### src/logic/soc_pkg.sv
`default_nettype none

package soc_pkg;

  // bus widths
  typedef logic [31:0] addr_t;
  typedef logic [31:0] data_t;
  typedef logic [31:0] irq_vec_t;

  // addr[15:12] picks the region, addr[11:0] is the register offset
  typedef logic [3:0] region_t;
  typedef logic [11:0] offs_t;

  typedef struct packed {
    logic  valid;
    logic  we;
    addr_t addr;
    data_t wdata;
  } nmi_req_t;

  typedef struct packed {
    logic  ready;
    data_t rdata;
  } nmi_rsp_t;

  typedef struct packed {
    logic  psel;
    logic  penable;
    logic  pwrite;
    offs_t paddr;
    data_t pwdata;
  } apb_req_t;

  typedef struct packed {
    logic  pready;
    data_t prdata;
  } apb_rsp_t;

  // address map
  localparam region_t REGION_NATV = 4'h0;
  localparam region_t REGION_APB = 4'h1;

  localparam offs_t SYS_CTRL = 12'h000;
  localparam offs_t SYS_NOUT = 12'h004;
  localparam offs_t SYS_SWIRQ = 12'h008;

  localparam offs_t APB_OUT = 12'h000;
  localparam offs_t TMR_CMP = 12'h004;
  localparam offs_t TMR_CNT = 12'h008;
  localparam offs_t TMR_CTRL = 12'h00C;

  // interrupt vector bit positions
  localparam int unsigned IRQ_TMR = 0;
  localparam int unsigned IRQ_SW = 1;
  localparam int unsigned IRQ_EXT = 2;

  typedef enum logic [1:0] {
    IDLE,
    SETUP,
    ACCESS
  } bridge_state_t;

endpackage

`default_nettype wire

### src/logic/nmi_bus.sv
`default_nettype none

module nmi_bus (
  input  logic             clk_i,
  input  logic             rst_n_i,
  input  soc_pkg::nmi_req_t mst_req_i,
  output soc_pkg::nmi_rsp_t mst_rsp_o,
  output soc_pkg::nmi_req_t natv_req_o,
  input  soc_pkg::nmi_rsp_t natv_rsp_i,
  output soc_pkg::nmi_req_t apb_req_o,
  input  soc_pkg::nmi_rsp_t apb_rsp_i
);

  soc_pkg::region_t region;
  logic             sel_natv;
  logic             sel_apb;
  logic             err_valid;
  logic             err_rdy_q;

  // region decode, the master holds addr until ready
  assign region   = mst_req_i.addr[15:12];
  assign sel_natv = (region == soc_pkg::REGION_NATV);
  assign sel_apb  = (region == soc_pkg::REGION_APB);

  assign err_valid = mst_req_i.valid & ~sel_natv & ~sel_apb;

  // forward to one target only
  always_comb begin
    natv_req_o       = mst_req_i;
    natv_req_o.valid = mst_req_i.valid & sel_natv;
    apb_req_o        = mst_req_i;
    apb_req_o.valid  = mst_req_i.valid & sel_apb;
  end

  // unmapped region answers after one cycle
  always_ff @(posedge clk_i or negedge rst_n_i) begin
    if (!rst_n_i) begin
      err_rdy_q <= 1'b0;
    end else begin
      err_rdy_q <= err_valid & ~err_rdy_q;
    end
  end

  // response back to the master
  always_comb begin
    if (sel_natv) begin
      mst_rsp_o = natv_rsp_i;
    end else if (sel_apb) begin
      mst_rsp_o = apb_rsp_i;
    end else begin
      mst_rsp_o.ready = err_rdy_q;
      mst_rsp_o.rdata = '0;
    end
  end

  // a pending request must not move under the target
  a_addr_stable : assert property (
    @(posedge clk_i) disable iff (!rst_n_i)
    (mst_req_i.valid && !mst_rsp_o.ready) |=> $stable(mst_req_i.addr)
  ) else $error("nmi addr changed while request was waiting");

endmodule

`default_nettype wire

### src/logic/sysctrl_regs.sv
`default_nettype none

module sysctrl_regs #(
  parameter int unsigned PIN_W = 16
) (
  input  logic              clk_i,
  input  logic              rst_n_i,
  input  soc_pkg::nmi_req_t req_i,
  output soc_pkg::nmi_rsp_t rsp_o,
  output logic              pin_sel_o,
  output logic [PIN_W-1:0]  natv_out_o,
  output logic              sw_irq_o
);

  soc_pkg::offs_t   offs;
  logic             rdy_q;
  logic             wr_en;
  logic             pin_sel_q;
  logic [PIN_W-1:0] nout_q;
  logic             swirq_q;

  assign offs = req_i.addr[11:0];

  // one ready pulse per request
  always_ff @(posedge clk_i or negedge rst_n_i) begin
    if (!rst_n_i) begin
      rdy_q <= 1'b0;
    end else begin
      rdy_q <= req_i.valid & ~rdy_q;
    end
  end

  // write lands on the completing edge
  assign wr_en = req_i.valid & req_i.we & rdy_q;

  always_ff @(posedge clk_i or negedge rst_n_i) begin
    if (!rst_n_i) begin
      pin_sel_q <= 1'b0;
      nout_q    <= '0;
      swirq_q   <= 1'b0;
    end else if (wr_en) begin
      case (offs)
        soc_pkg::SYS_CTRL:  pin_sel_q <= req_i.wdata[0];
        soc_pkg::SYS_NOUT:  nout_q <= req_i.wdata[PIN_W-1:0];
        soc_pkg::SYS_SWIRQ: swirq_q <= req_i.wdata[0];
        default: ;
      endcase
    end
  end

  // read mux with zeros in the upper bits
  always_comb begin
    rsp_o.ready = rdy_q;
    rsp_o.rdata = '0;
    case (offs)
      soc_pkg::SYS_CTRL:  rsp_o.rdata[0] = pin_sel_q;
      soc_pkg::SYS_NOUT:  rsp_o.rdata[PIN_W-1:0] = nout_q;
      soc_pkg::SYS_SWIRQ: rsp_o.rdata[0] = swirq_q;
      default: ;
    endcase
  end

  assign pin_sel_o  = pin_sel_q;
  assign natv_out_o = nout_q;
  assign sw_irq_o   = swirq_q;

  a_ready_valid : assert property (
    @(posedge clk_i) disable iff (!rst_n_i)
    rsp_o.ready |-> req_i.valid
  ) else $error("native ready without a pending request");

endmodule

`default_nettype wire

### src/logic/nmi_apb_bridge.sv
`default_nettype none

module nmi_apb_bridge (
  input  logic              clk_i,
  input  logic              rst_n_i,
  input  soc_pkg::nmi_req_t req_i,
  output soc_pkg::nmi_rsp_t rsp_o,
  output soc_pkg::apb_req_t apb_req_o,
  input  soc_pkg::apb_rsp_t apb_rsp_i
);

  soc_pkg::bridge_state_t state_q;
  soc_pkg::bridge_state_t state_d;

  always_comb begin
    state_d = state_q;
    case (state_q)
      soc_pkg::IDLE: begin
        if (req_i.valid) begin
          state_d = soc_pkg::SETUP;
        end
      end
      soc_pkg::SETUP: state_d = soc_pkg::ACCESS;
      soc_pkg::ACCESS: begin
        // wait states are allowed here
        if (apb_rsp_i.pready) begin
          state_d = soc_pkg::IDLE;
        end
      end
      default: state_d = soc_pkg::IDLE;
    endcase
  end

  always_ff @(posedge clk_i or negedge rst_n_i) begin
    if (!rst_n_i) begin
      state_q <= soc_pkg::IDLE;
    end else begin
      state_q <= state_d;
    end
  end

  // address and data come straight from the held nmi request
  always_comb begin
    apb_req_o.psel    = (state_q != soc_pkg::IDLE);
    apb_req_o.penable = (state_q == soc_pkg::ACCESS);
    apb_req_o.pwrite  = req_i.we;
    apb_req_o.paddr   = req_i.addr[11:0];
    apb_req_o.pwdata  = req_i.wdata;
  end

  assign rsp_o.ready = (state_q == soc_pkg::ACCESS) & apb_rsp_i.pready;
  assign rsp_o.rdata = apb_rsp_i.prdata;

  a_psel_valid : assert property (
    @(posedge clk_i) disable iff (!rst_n_i)
    apb_req_o.psel |-> req_i.valid
  ) else $error("nmi request dropped during apb transfer");

endmodule

`default_nettype wire

### src/logic/apb_tmr_gpio.sv
`default_nettype none

module apb_tmr_gpio #(
  parameter int unsigned PIN_W = 16
) (
  input  logic              clk_i,
  input  logic              rst_n_i,
  input  soc_pkg::apb_req_t apb_req_i,
  output soc_pkg::apb_rsp_t apb_rsp_o,
  output logic [PIN_W-1:0]  apb_out_o,
  output logic              tmr_irq_o
);

  logic             wr_en;
  logic             match;
  logic [PIN_W-1:0] out_q;
  soc_pkg::data_t   cmp_q;
  soc_pkg::data_t   cnt_q;
  logic             en_q;
  logic             pend_q;

  // writes happen in the access phase
  assign wr_en = apb_req_i.psel & apb_req_i.penable & apb_req_i.pwrite;

  assign match = en_q & (cnt_q == cmp_q);

  always_ff @(posedge clk_i or negedge rst_n_i) begin
    if (!rst_n_i) begin
      out_q <= '0;
      cmp_q <= '0;
      en_q  <= 1'b0;
    end else if (wr_en) begin
      case (apb_req_i.paddr)
        soc_pkg::APB_OUT:  out_q <= apb_req_i.pwdata[PIN_W-1:0];
        soc_pkg::TMR_CMP:  cmp_q <= apb_req_i.pwdata;
        soc_pkg::TMR_CTRL: en_q <= apb_req_i.pwdata[0];
        default: ;
      endcase
    end
  end

  // free running compare counter, wraps on match
  always_ff @(posedge clk_i or negedge rst_n_i) begin
    if (!rst_n_i) begin
      cnt_q <= '0;
    end else if (match) begin
      cnt_q <= '0;
    end else if (en_q) begin
      cnt_q <= cnt_q + 32'd1;
    end
  end

  // match beats a write-1 clear in the same cycle
  always_ff @(posedge clk_i or negedge rst_n_i) begin
    if (!rst_n_i) begin
      pend_q <= 1'b0;
    end else if (match) begin
      pend_q <= 1'b1;
    end else if (wr_en && apb_req_i.paddr == soc_pkg::TMR_CTRL && apb_req_i.pwdata[1]) begin
      pend_q <= 1'b0;
    end
  end

  always_comb begin
    apb_rsp_o.pready = 1'b1;
    apb_rsp_o.prdata = '0;
    case (apb_req_i.paddr)
      soc_pkg::APB_OUT:  apb_rsp_o.prdata[PIN_W-1:0] = out_q;
      soc_pkg::TMR_CMP:  apb_rsp_o.prdata = cmp_q;
      soc_pkg::TMR_CNT:  apb_rsp_o.prdata = cnt_q;
      soc_pkg::TMR_CTRL: apb_rsp_o.prdata[1:0] = {pend_q, en_q};
      default: ;
    endcase
  end

  assign apb_out_o = out_q;
  assign tmr_irq_o = pend_q;

endmodule

`default_nettype wire

### src/logic/mini_soc.sv
`default_nettype none

module mini_soc #(
  parameter int unsigned PIN_W = 16
) (
  input  logic              clk_i,
  input  logic              rst_n_i,
  input  soc_pkg::nmi_req_t nmi_req_i,
  output soc_pkg::nmi_rsp_t nmi_rsp_o,
  input  logic              ext_irq_i,
  output logic [PIN_W-1:0]  pins_o,
  output soc_pkg::irq_vec_t irq_o
);

  soc_pkg::nmi_req_t natv_req;
  soc_pkg::nmi_rsp_t natv_rsp;
  soc_pkg::nmi_req_t apb_nmi_req;
  soc_pkg::nmi_rsp_t apb_nmi_rsp;
  soc_pkg::apb_req_t apb_req;
  soc_pkg::apb_rsp_t apb_rsp;

  logic             pin_sel;
  logic             sw_irq;
  logic             tmr_irq;
  logic [PIN_W-1:0] natv_out;
  logic [PIN_W-1:0] apb_out;

  // native or apb wrapper drives the pins
  assign pins_o = pin_sel ? apb_out : natv_out;

  always_comb begin
    irq_o = '0;
    irq_o[soc_pkg::IRQ_TMR] = tmr_irq;
    irq_o[soc_pkg::IRQ_SW]  = sw_irq;
    irq_o[soc_pkg::IRQ_EXT] = ext_irq_i;
  end

  nmi_bus u_bus (
    .clk_i     (clk_i),
    .rst_n_i   (rst_n_i),
    .mst_req_i (nmi_req_i),
    .mst_rsp_o (nmi_rsp_o),
    .natv_req_o(natv_req),
    .natv_rsp_i(natv_rsp),
    .apb_req_o (apb_nmi_req),
    .apb_rsp_i (apb_nmi_rsp)
  );

  sysctrl_regs #(
    .PIN_W(PIN_W)
  ) u_sysctrl (
    .clk_i     (clk_i),
    .rst_n_i   (rst_n_i),
    .req_i     (natv_req),
    .rsp_o     (natv_rsp),
    .pin_sel_o (pin_sel),
    .natv_out_o(natv_out),
    .sw_irq_o  (sw_irq)
  );

  nmi_apb_bridge u_bridge (
    .clk_i    (clk_i),
    .rst_n_i  (rst_n_i),
    .req_i    (apb_nmi_req),
    .rsp_o    (apb_nmi_rsp),
    .apb_req_o(apb_req),
    .apb_rsp_i(apb_rsp)
  );

  apb_tmr_gpio #(
    .PIN_W(PIN_W)
  ) u_tmr_gpio (
    .clk_i    (clk_i),
    .rst_n_i  (rst_n_i),
    .apb_req_i(apb_req),
    .apb_rsp_o(apb_rsp),
    .apb_out_o(apb_out),
    .tmr_irq_o(tmr_irq)
  );

endmodule

`default_nettype wire

### config.mk
export PLATFORM = sky130hd
export DESIGN_NAME = mini_soc
export DESIGN_NICKNAME = d
export VERILOG_FILES = /design/src/logic/soc_pkg.sv /design/src/logic/nmi_bus.sv /design/src/logic/sysctrl_regs.sv /design/src/logic/nmi_apb_bridge.sv /design/src/logic/apb_tmr_gpio.sv /design/src/logic/mini_soc.sv
export SDC_FILE = /design/constraint.sdc
export NUM_CORES = 1
export LEC_CHECK = 0
export BUFFER_PORTS_ARGS = -buffer_cell sky130_fd_sc_hd__buf_2
export CORE_MARGIN = 2
export CORE_UTILIZATION = 40
export DETAILED_ROUTE_END_ITERATION = 8
export PLACE_DENSITY = 0.75
export SETUP_SLACK_MARGIN = 0.15
export SKIP_LAST_GASP = 1
export SYNTH_ARGS = -nofsm -noshare
export SYNTH_HDL_FRONTEND = slang
export SYNTH_SLANG_ARGS = --single-unit
### constraint.sdc
create_clock -name clk_i -period 1.9 [get_ports clk_i]
set_input_delay 0.19 -clock clk_i [delete_from_list [all_inputs] [get_ports clk_i]]
set_output_delay 0.19 -clock clk_i [all_outputs]
set_load 0.02 [all_outputs]
Word-level counts from Yosys, hierarchy flattened
Index checks and enable logic that the tools add are counted.

Register bits after elaboration: 104. Bits of input ports: 69. Output and inout bits: 81. Logic and storage cells: 63.

$add $sub $neg: 1. Equality and inequality tests: 8. Muxes and demuxes: 14. Bitwise logic cells: 15. Reductions and logical operators: 14.

Operators by type and width (number): two-way mux 33 bit (2); two-way mux 32 bit (2); one-hot mux 14 bit (3 select lines) (1); adder 32 x 1 -> 32 bit (second input constant) (1); == test 32 bit (1); one-hot mux 16 bit (2 select lines) (1); == test 12 x 4 -> 1 bit (second input constant) (2); two-way mux 16 bit (1); two-way mux 15 bit (1); == test 12 x 3 -> 1 bit (second input constant) (1); logical NOT 12 bit (1); AND reduction 2 bit (6); bitwise AND 1 bit (11); one-hot mux 2 bit (4 select lines) (1); nonzero test 2 bit (3); == test 4 x 1 -> 1 bit (second input constant) (1); logical NOT 4 bit (1); inverter 1 bit (4); one-hot mux 2 bit (2 select lines) (1); one-hot mux 1 bit (3 select lines) (1); == test 2 x 1 -> 1 bit (second input constant) (1); == test 2 bit (second input constant) (1); logical AND 1 bit (2); logical NOT 2 bit (1); 3 further kinds (4).

Depth between registers and ports, before layout
Depth after elaboration: 7. Mapped depth: 8. Mapped depth without buffers: 6.

Cells and area by module
A second synthesis with hierarchy kept.

Cell total of the unflattened synthesis: 841. Area, all modules: 8172.8 sq um.

Modules (own cells, without submodules): apb_tmr_gpio (instances 1, cells an instance 402, area an instance 4364.2 sq um, sequential area each 2052.0 sq um); nmi_bus (instances 1, cells an instance 210, area an instance 1566.5 sq um, sequential area each 25.0 sq um); sysctrl_regs (instances 1, cells an instance 92, area an instance 1073.5 sq um, sequential area each 475.5 sq um); nmi_apb_bridge (instances 1, cells an instance 86, area an instance 675.6 sq um, sequential area each 50.0 sq um); mini_soc (instances 1, cells an instance 51, area an instance 493.0 sq um, sequential area each 0.0 sq um).

Worst setup path after synthesis
No wires, ideal clock.

Kind: input port to output port. Start: in nmi_req_i[41] (netlist name). End: out nmi_rsp_o[5] (netlist name). Data arrival time: 1680 ps. Required time: 1710 ps. Setup slack: 30 ps. Stages on the path: 7. Path buffers: 2. Path through: nor4_4 and3_1 and3_1 clkbuf_1 buf_2 a21oi_1 o2bb2ai_1.

RTL lines: start, declared (line mini_soc.sv:8) `input soc_pkg::nmi_req_t nmi_req_i,`; end, declared (line mini_soc.sv:9) `output soc_pkg::nmi_rsp_t nmi_rsp_o,`.

Worst setup path after layout
Start: reg u_tmr_gpio.cnt_q[7]. End: reg u_tmr_gpio.pend_q, in the netlist u_tmr_gpio.tmr_irq_o.

Word-level cells in the longest chain between the ends: 3. Elaborated cells between the ends (all ways): 4. Those cells by class: eq/ne: 1; mux: 1; bitwise: 1; reduce/logical: 1.

RTL lines: start, declared (line apb_tmr_gpio.sv:18) `soc_pkg::data_t cnt_q;`; start signal, assigned (line apb_tmr_gpio.sv:49) `cnt_q <= cnt_q + 32'd1;`; == test 32 bit (*) (line apb_tmr_gpio.sv:25) `assign match = en_q & (cnt_q == cmp_q);`; bitwise AND 1 bit (*) (line apb_tmr_gpio.sv:25); two-way mux 1 bit or nonzero test 2 bit (tied branches); end signal, assigned (line apb_tmr_gpio.sv:56) `pend_q <= 1'b0;`; end signal, assigned (line apb_tmr_gpio.sv:58) `pend_q <= 1'b1;`; end signal, assigned (line apb_tmr_gpio.sv:60) `pend_q <= 1'b0;`; end, declared (line apb_tmr_gpio.sv:20) `logic pend_q;`.

Every way passes the cells marked *; elsewhere a longest branch is shown, timed or not. A chain may end at the register's enable or synchronous reset.

==> flow_results.xml <==
<?xml version="1.0" encoding="UTF-8"?>
<metrics>
  <group name="setup_path">
    <metric name="crit_family" unit="">simple AND/OR/NAND/NOR gates</metric>
    <metric name="critPathMaxFanout" unit="">5</metric>
    <metric name="crit_buf_inv" unit="">3</metric>
    <metric name="worstPathCellList" unit="">buf_4 &gt; xor2_1 &gt; nor4_1 &gt; nand4_1 &gt; nor3_4 &gt; buf_6 &gt; buf_8 &gt; nand2b_1</metric>
    <metric name="critical-path-max-stage-delay" unit="ns">0.39</metric>
    <metric name="critPathRequiredTime" unit="ns">2.18</metric>
    <metric name="critical_path.slowest_cell" unit="">sky130_fd_sc_hd__dfrtp_1</metric>
    <metric name="worst_ep_arrival_time" unit="ns">2.26</metric>
    <metric name="worstSetupStartpointType" unit="">flip-flop</metric>
    <metric name="criticalPathCategory" unit="">flip-flop to flip-flop</metric>
    <metric name="cp-end-kind" unit="">flip-flop</metric>
  </group>
  <group name="synthesis">
    <metric name="synth_cells" unit="">579</metric>
    <metric name="synth_top_family_by_area" unit="">multiplexers</metric>
    <metric name="synthesis.area_per_instance" unit="um^2">10.66</metric>
    <metric name="syn-cell-area" unit="um^2">6173</metric>
    <metric name="synth_largest_area_cell" unit="">sky130_fd_sc_hd__dfrtp_1</metric>
    <metric name="synthArstFlopShare" unit="%">100.0</metric>
    <metric name="yosysSeqAreaShare" unit="%">42.16</metric>
    <metric name="simple_gate_fraction_of_synth_area" unit="%">16.25</metric>
    <metric name="area_share_of_the_leading_cell_type_in_the_synthesized_netlist" unit="%">42.16</metric>
    <metric name="synth.distinct_cells" unit="">50</metric>
    <metric name="synth_seq_cells" unit="">104</metric>
    <metric name="number_of_enable_type_register_cells_in_the_synthesized_netlist" unit="">0</metric>
    <metric name="synth_compound_gate_area_share" unit="%">6.425</metric>
    <metric name="netlist_top_cells_area" unit="">sky130_fd_sc_hd__dfrtp_1 42%, sky130_fd_sc_hd__mux2_2 7.3%, sky130_fd_sc_hd__mux2_1 6.0%, sky130_fd_sc_hd__xor2_1 4.7%, sky130_fd_sc_hd__nor2_1 4.2%</metric>
    <metric name="synth.cells.most_frequent" unit="">104 x sky130_fd_sc_hd__dfrtp_1, 69 x sky130_fd_sc_hd__nor2_1, 40 x sky130_fd_sc_hd__mux2_2</metric>
    <metric name="synth_adder_area_share" unit="%">0.2027</metric>
    <metric name="synthMostInstantiatedCell" unit="">sky130_fd_sc_hd__dfrtp_1</metric>
    <metric name="post_synth_mux_area_share" unit="%">18.87</metric>
    <metric name="yosys.area_share.xor_xnor" unit="%">8.654</metric>
    <metric name="yosys_warnings" unit="">0</metric>
    <metric name="synth-main-ff-cell" unit="">sky130_fd_sc_hd__dfrtp_1</metric>
  </group>
  <group name="final_layout">
    <metric name="layout.nets" unit="">796</metric>
    <metric name="area_growth_syn_to_layout" unit="%">35.83</metric>
    <metric name="final_layout_size_suffix_gt1_share" unit="%">42.82</metric>
    <metric name="final_core_utilization" unit="%">55.37</metric>
    <metric name="final_area" unit="um^2">8386</metric>
    <metric name="final_cell_count_no_fill" unit="">919</metric>
    <metric name="n_antenna_cell" unit="">0</metric>
  </group>
  <group name="sta">
    <metric name="finClkSkew" unit="ns">0.008757</metric>
    <metric name="final_worst_path_period_share" unit="%">104.3</metric>
    <metric name="grt_setup_unrepaired" unit="">true</metric>
    <metric name="worstMarginPinSlew" unit="ns">0.4956</metric>
    <metric name="post-route-worst-setup-slack" unit="ns">-0.08111</metric>
    <metric name="hold_violations" unit="">0</metric>
    <metric name="report.final.slew_viol_count" unit="">0</metric>
    <metric name="final_period_minus_worst_setup_slack" unit="ns">1.981</metric>
    <metric name="worst_slew_margin_rel" unit="%">66.66</metric>
    <metric name="finalSetupViolCount" unit="">46</metric>
    <metric name="fmaxAchievable" unit="MHz">504.8</metric>
  </group>
  <group name="routing">
    <metric name="drt_first_iter_violations" unit="">324</metric>
    <metric name="drc" unit="">0</metric>
    <metric name="route.detailed.vias_per_inst" unit="">5.432</metric>
    <metric name="route.vias.total" unit="">4992</metric>
    <metric name="antenna_violating_nets_post_route" unit="">0</metric>
    <metric name="drt_pre_antenna_iters" unit="">5</metric>
    <metric name="drt-total-wl" unit="mm">17.27</metric>
    <metric name="wl_per_cell" unit="um">18.79</metric>
  </group>
  <group name="placed_design">
    <metric name="final_gp_congestion" unit="">0.8834</metric>
    <metric name="placed_cells_incl_taps" unit="">878</metric>
    <metric name="dp_hpwl" unit="mm">11.22</metric>
    <metric name="placement.cell_area" unit="um^2">7298</metric>
    <metric name="numPortBuffers" unit="">102</metric>
  </group>
  <group name="floorplan">
    <metric name="die_w" unit="um">128.2</metric>
    <metric name="die_area" unit="um^2">16440</metric>
    <metric name="core_area" unit="um^2">15150</metric>
    <metric name="number_of_cell_rows" unit="">45</metric>
    <metric name="initial_core_util" unit="%">40.76</metric>
    <metric name="die_height" unit="um">128.2</metric>
    <metric name="top_level_ports" unit="">150</metric>
  </group>
  <group name="hold_path">
    <metric name="worst_hold_path_type" unit="">input pin to flip-flop</metric>
  </group>
  <group name="run_status">
    <metric name="run_status" unit="">complete, but fails checks</metric>
    <metric name="failed_checks" unit="">setup timing</metric>
  </group>
  <group name="job">
    <metric name="drv.max_cap_violation_count" unit="">0</metric>
  </group>
  <group name="clock_tree">
    <metric name="clock_latency_on_the_worst_skew_pair" unit="ns">0.35</metric>
    <metric name="cts.reportedPaths.clkPinSlew" unit="ns">0.07</metric>
    <metric name="h_tree_levels" unit="">3</metric>
    <metric name="clock-sinks" unit="">104</metric>
    <metric name="tritoncts" unit="">done</metric>
    <metric name="ctsRootBufferMaster" unit="">sky130_fd_sc_hd__clkbuf_16</metric>
    <metric name="cts-root-to-sink-buffers" unit="">2</metric>
    <metric name="cts_inserted_buffers" unit="">9</metric>
  </group>
  <group name="global_route">
    <metric name="grt_max_degree" unit="">58</metric>
    <metric name="globalRoute.totalOverflow" unit="">0</metric>
    <metric name="first_global_vias" unit="">4932</metric>
    <metric name="grt_first_pass_wirelength" unit="mm">25.78</metric>
    <metric name="track_usage" unit="%">19.99</metric>
    <metric name="number_of_antenna_violations_at_the_first_check_in_global_routing" unit="">0</metric>
  </group>
  <group name="pwr">
    <metric name="power_per_cell_area" unit="nW/um^2">522.8</metric>
    <metric name="power.ir.vdd_worst" unit="mV">0.4245</metric>
    <metric name="power.leakage" unit="nW">4.062</metric>
  </group>
</metrics>
[cell families after synthesis]
group                    count (synthesis)
flip-flops                             104
XOR/XNOR                                61
AND/OR/NAND/NOR                        180
adder cells (fa/ha/maj)                  1
multiplexers                           101
AO/OA/AOI/OAI                           57
other                                    1
buffers and inverters                   74
[repair_timing]
item	4_1_cts	5_1_grt
resized for setup	80	56
cloned	4	4
pin swaps	22	26
hold buffers	1	0
setup buffers	12	4
endpoints found under the setup margin	79	90
endpoints found under the hold margin	17	0
[layout by cell type (no fill, tap or decap), types with 15 or more instances in the layout]
| master | count |
|---|---|
| sky130_fd_sc_hd__mux2_1 | 33 |
| sky130_fd_sc_hd__mux2_2 | 40 |
| sky130_fd_sc_hd__buf_2 | 66 |
| sky130_fd_sc_hd__nor4_1 | 15 |
| sky130_fd_sc_hd__buf_4 | 50 |
| sky130_fd_sc_hd__buf_6 | 38 |
| sky130_fd_sc_hd__mux2i_1 | 17 |
| sky130_fd_sc_hd__xnor2_1 | 27 |
| sky130_fd_sc_hd__conb_1 | 29 |
| sky130_fd_sc_hd__a21oi_1 | 15 |
| sky130_fd_sc_hd__xor2_1 | 32 |
| sky130_fd_sc_hd__nand2_1 | 17 |
| sky130_fd_sc_hd__nor2_1 | 41 |
| sky130_fd_sc_hd__nand3_1 | 15 |
| sky130_fd_sc_hd__dfrtp_1 | 101 |
| sky130_fd_sc_hd__nor2_2 | 19 |
[state kept, by name, summed over array words and instances (netlist names)]
name / count
u_tmr_gpio.apb_out_o: 16
u_tmr_gpio.en_q: 1
u_tmr_gpio.cmp_q: 32
u_sysctrl.natv_out_o: 16
u_tmr_gpio.tmr_irq_o: 1
u_sysctrl.sw_irq_o: 1
u_bridge.state_q: 2
u_bus.err_rdy_q: 1
u_sysctrl.pin_sel_o: 1
u_sysctrl.rdy_q: 1
u_tmr_gpio.cnt_q: 32
[power by group]
part,leakage [nW],internal [mW],switching [mW]
Sequential,1.45,2.21,0.00194
Combinational,2.46,0.0740,0.165
Clock,0.152,1.07,0.854
Total,4.06,3.36,1.02
[worst register-to-register path: stages (launching register included)]
cell and delay (ns):
sky130_fd_sc_hd__dfrtp_1 0.39, sky130_fd_sc_hd__buf_4 0.16, sky130_fd_sc_hd__xor2_1 0.19, sky130_fd_sc_hd__nor4_1 0.29
sky130_fd_sc_hd__nand4_1 0.22, sky130_fd_sc_hd__nor3_4 0.23, sky130_fd_sc_hd__buf_6 0.16, sky130_fd_sc_hd__buf_8 0.14
sky130_fd_sc_hd__nand2b_1 0.12
[through the flow]
stage | power (mW) | worst slack, ns | hold WS [ns] | setup TNS, ns
after floorplan | 2.403 | 0.1251 | -0.1056 | 0
after global placement | 2.491 | -0.008241 | 0.08752 | -0.06886
after detailed placement | 2.493 | -0.03153 | 0.08889 | -0.4400
after CTS | 4.412 | 0.02270 | 0.04453 | 0
after global routing | 4.522 | -0.1329 | 0.04735 | -3.731
final | 4.384 | -0.08111 | 0.05026 | -1.409
[layer usage]
layer | share of wire (%) | GRT usage (%)
met1 | 43 | 27.11
met4 | 2.6 | 5.236
met2 | 48 | 32.07
met5 | 0 | 0
met3 | 6.1 | 4.925
[layout make-up]
class,instances,area (um^2)
fillers,1250,6760
multi-input cells,429,3725
flip-flops and latches,104,2606
repair buffers,171,1471
clock buffers,11,242.7
well taps,188,235.2
clock inverters,5,63.81
inverters,11,41.29
[final timing paths]
check | end | from | slack [ns] | cells past startpoint
setup / recovery | u_tmr_gpio.tmr_irq_o | u_tmr_gpio.cnt_q[7] | -0.08 | 8
hold / removal | u_tmr_gpio.cmp_q[18] | nmi_req_i[18] | 0.05 | 2
setup reg to reg | u_tmr_gpio.tmr_irq_o | u_tmr_gpio.cnt_q[7] | -0.08 | 8
hold reg to reg | u_bus.err_rdy_q | u_bus.err_rdy_q | 0.43 | 1
max in group asynchronous | u_tmr_gpio.cnt_q[28] | rst_n_i | 0.93 | 3
min in group asynchronous | u_tmr_gpio.apb_out_o[13] | rst_n_i | 0.26 | 2
(Power assumes the default switching activity.)
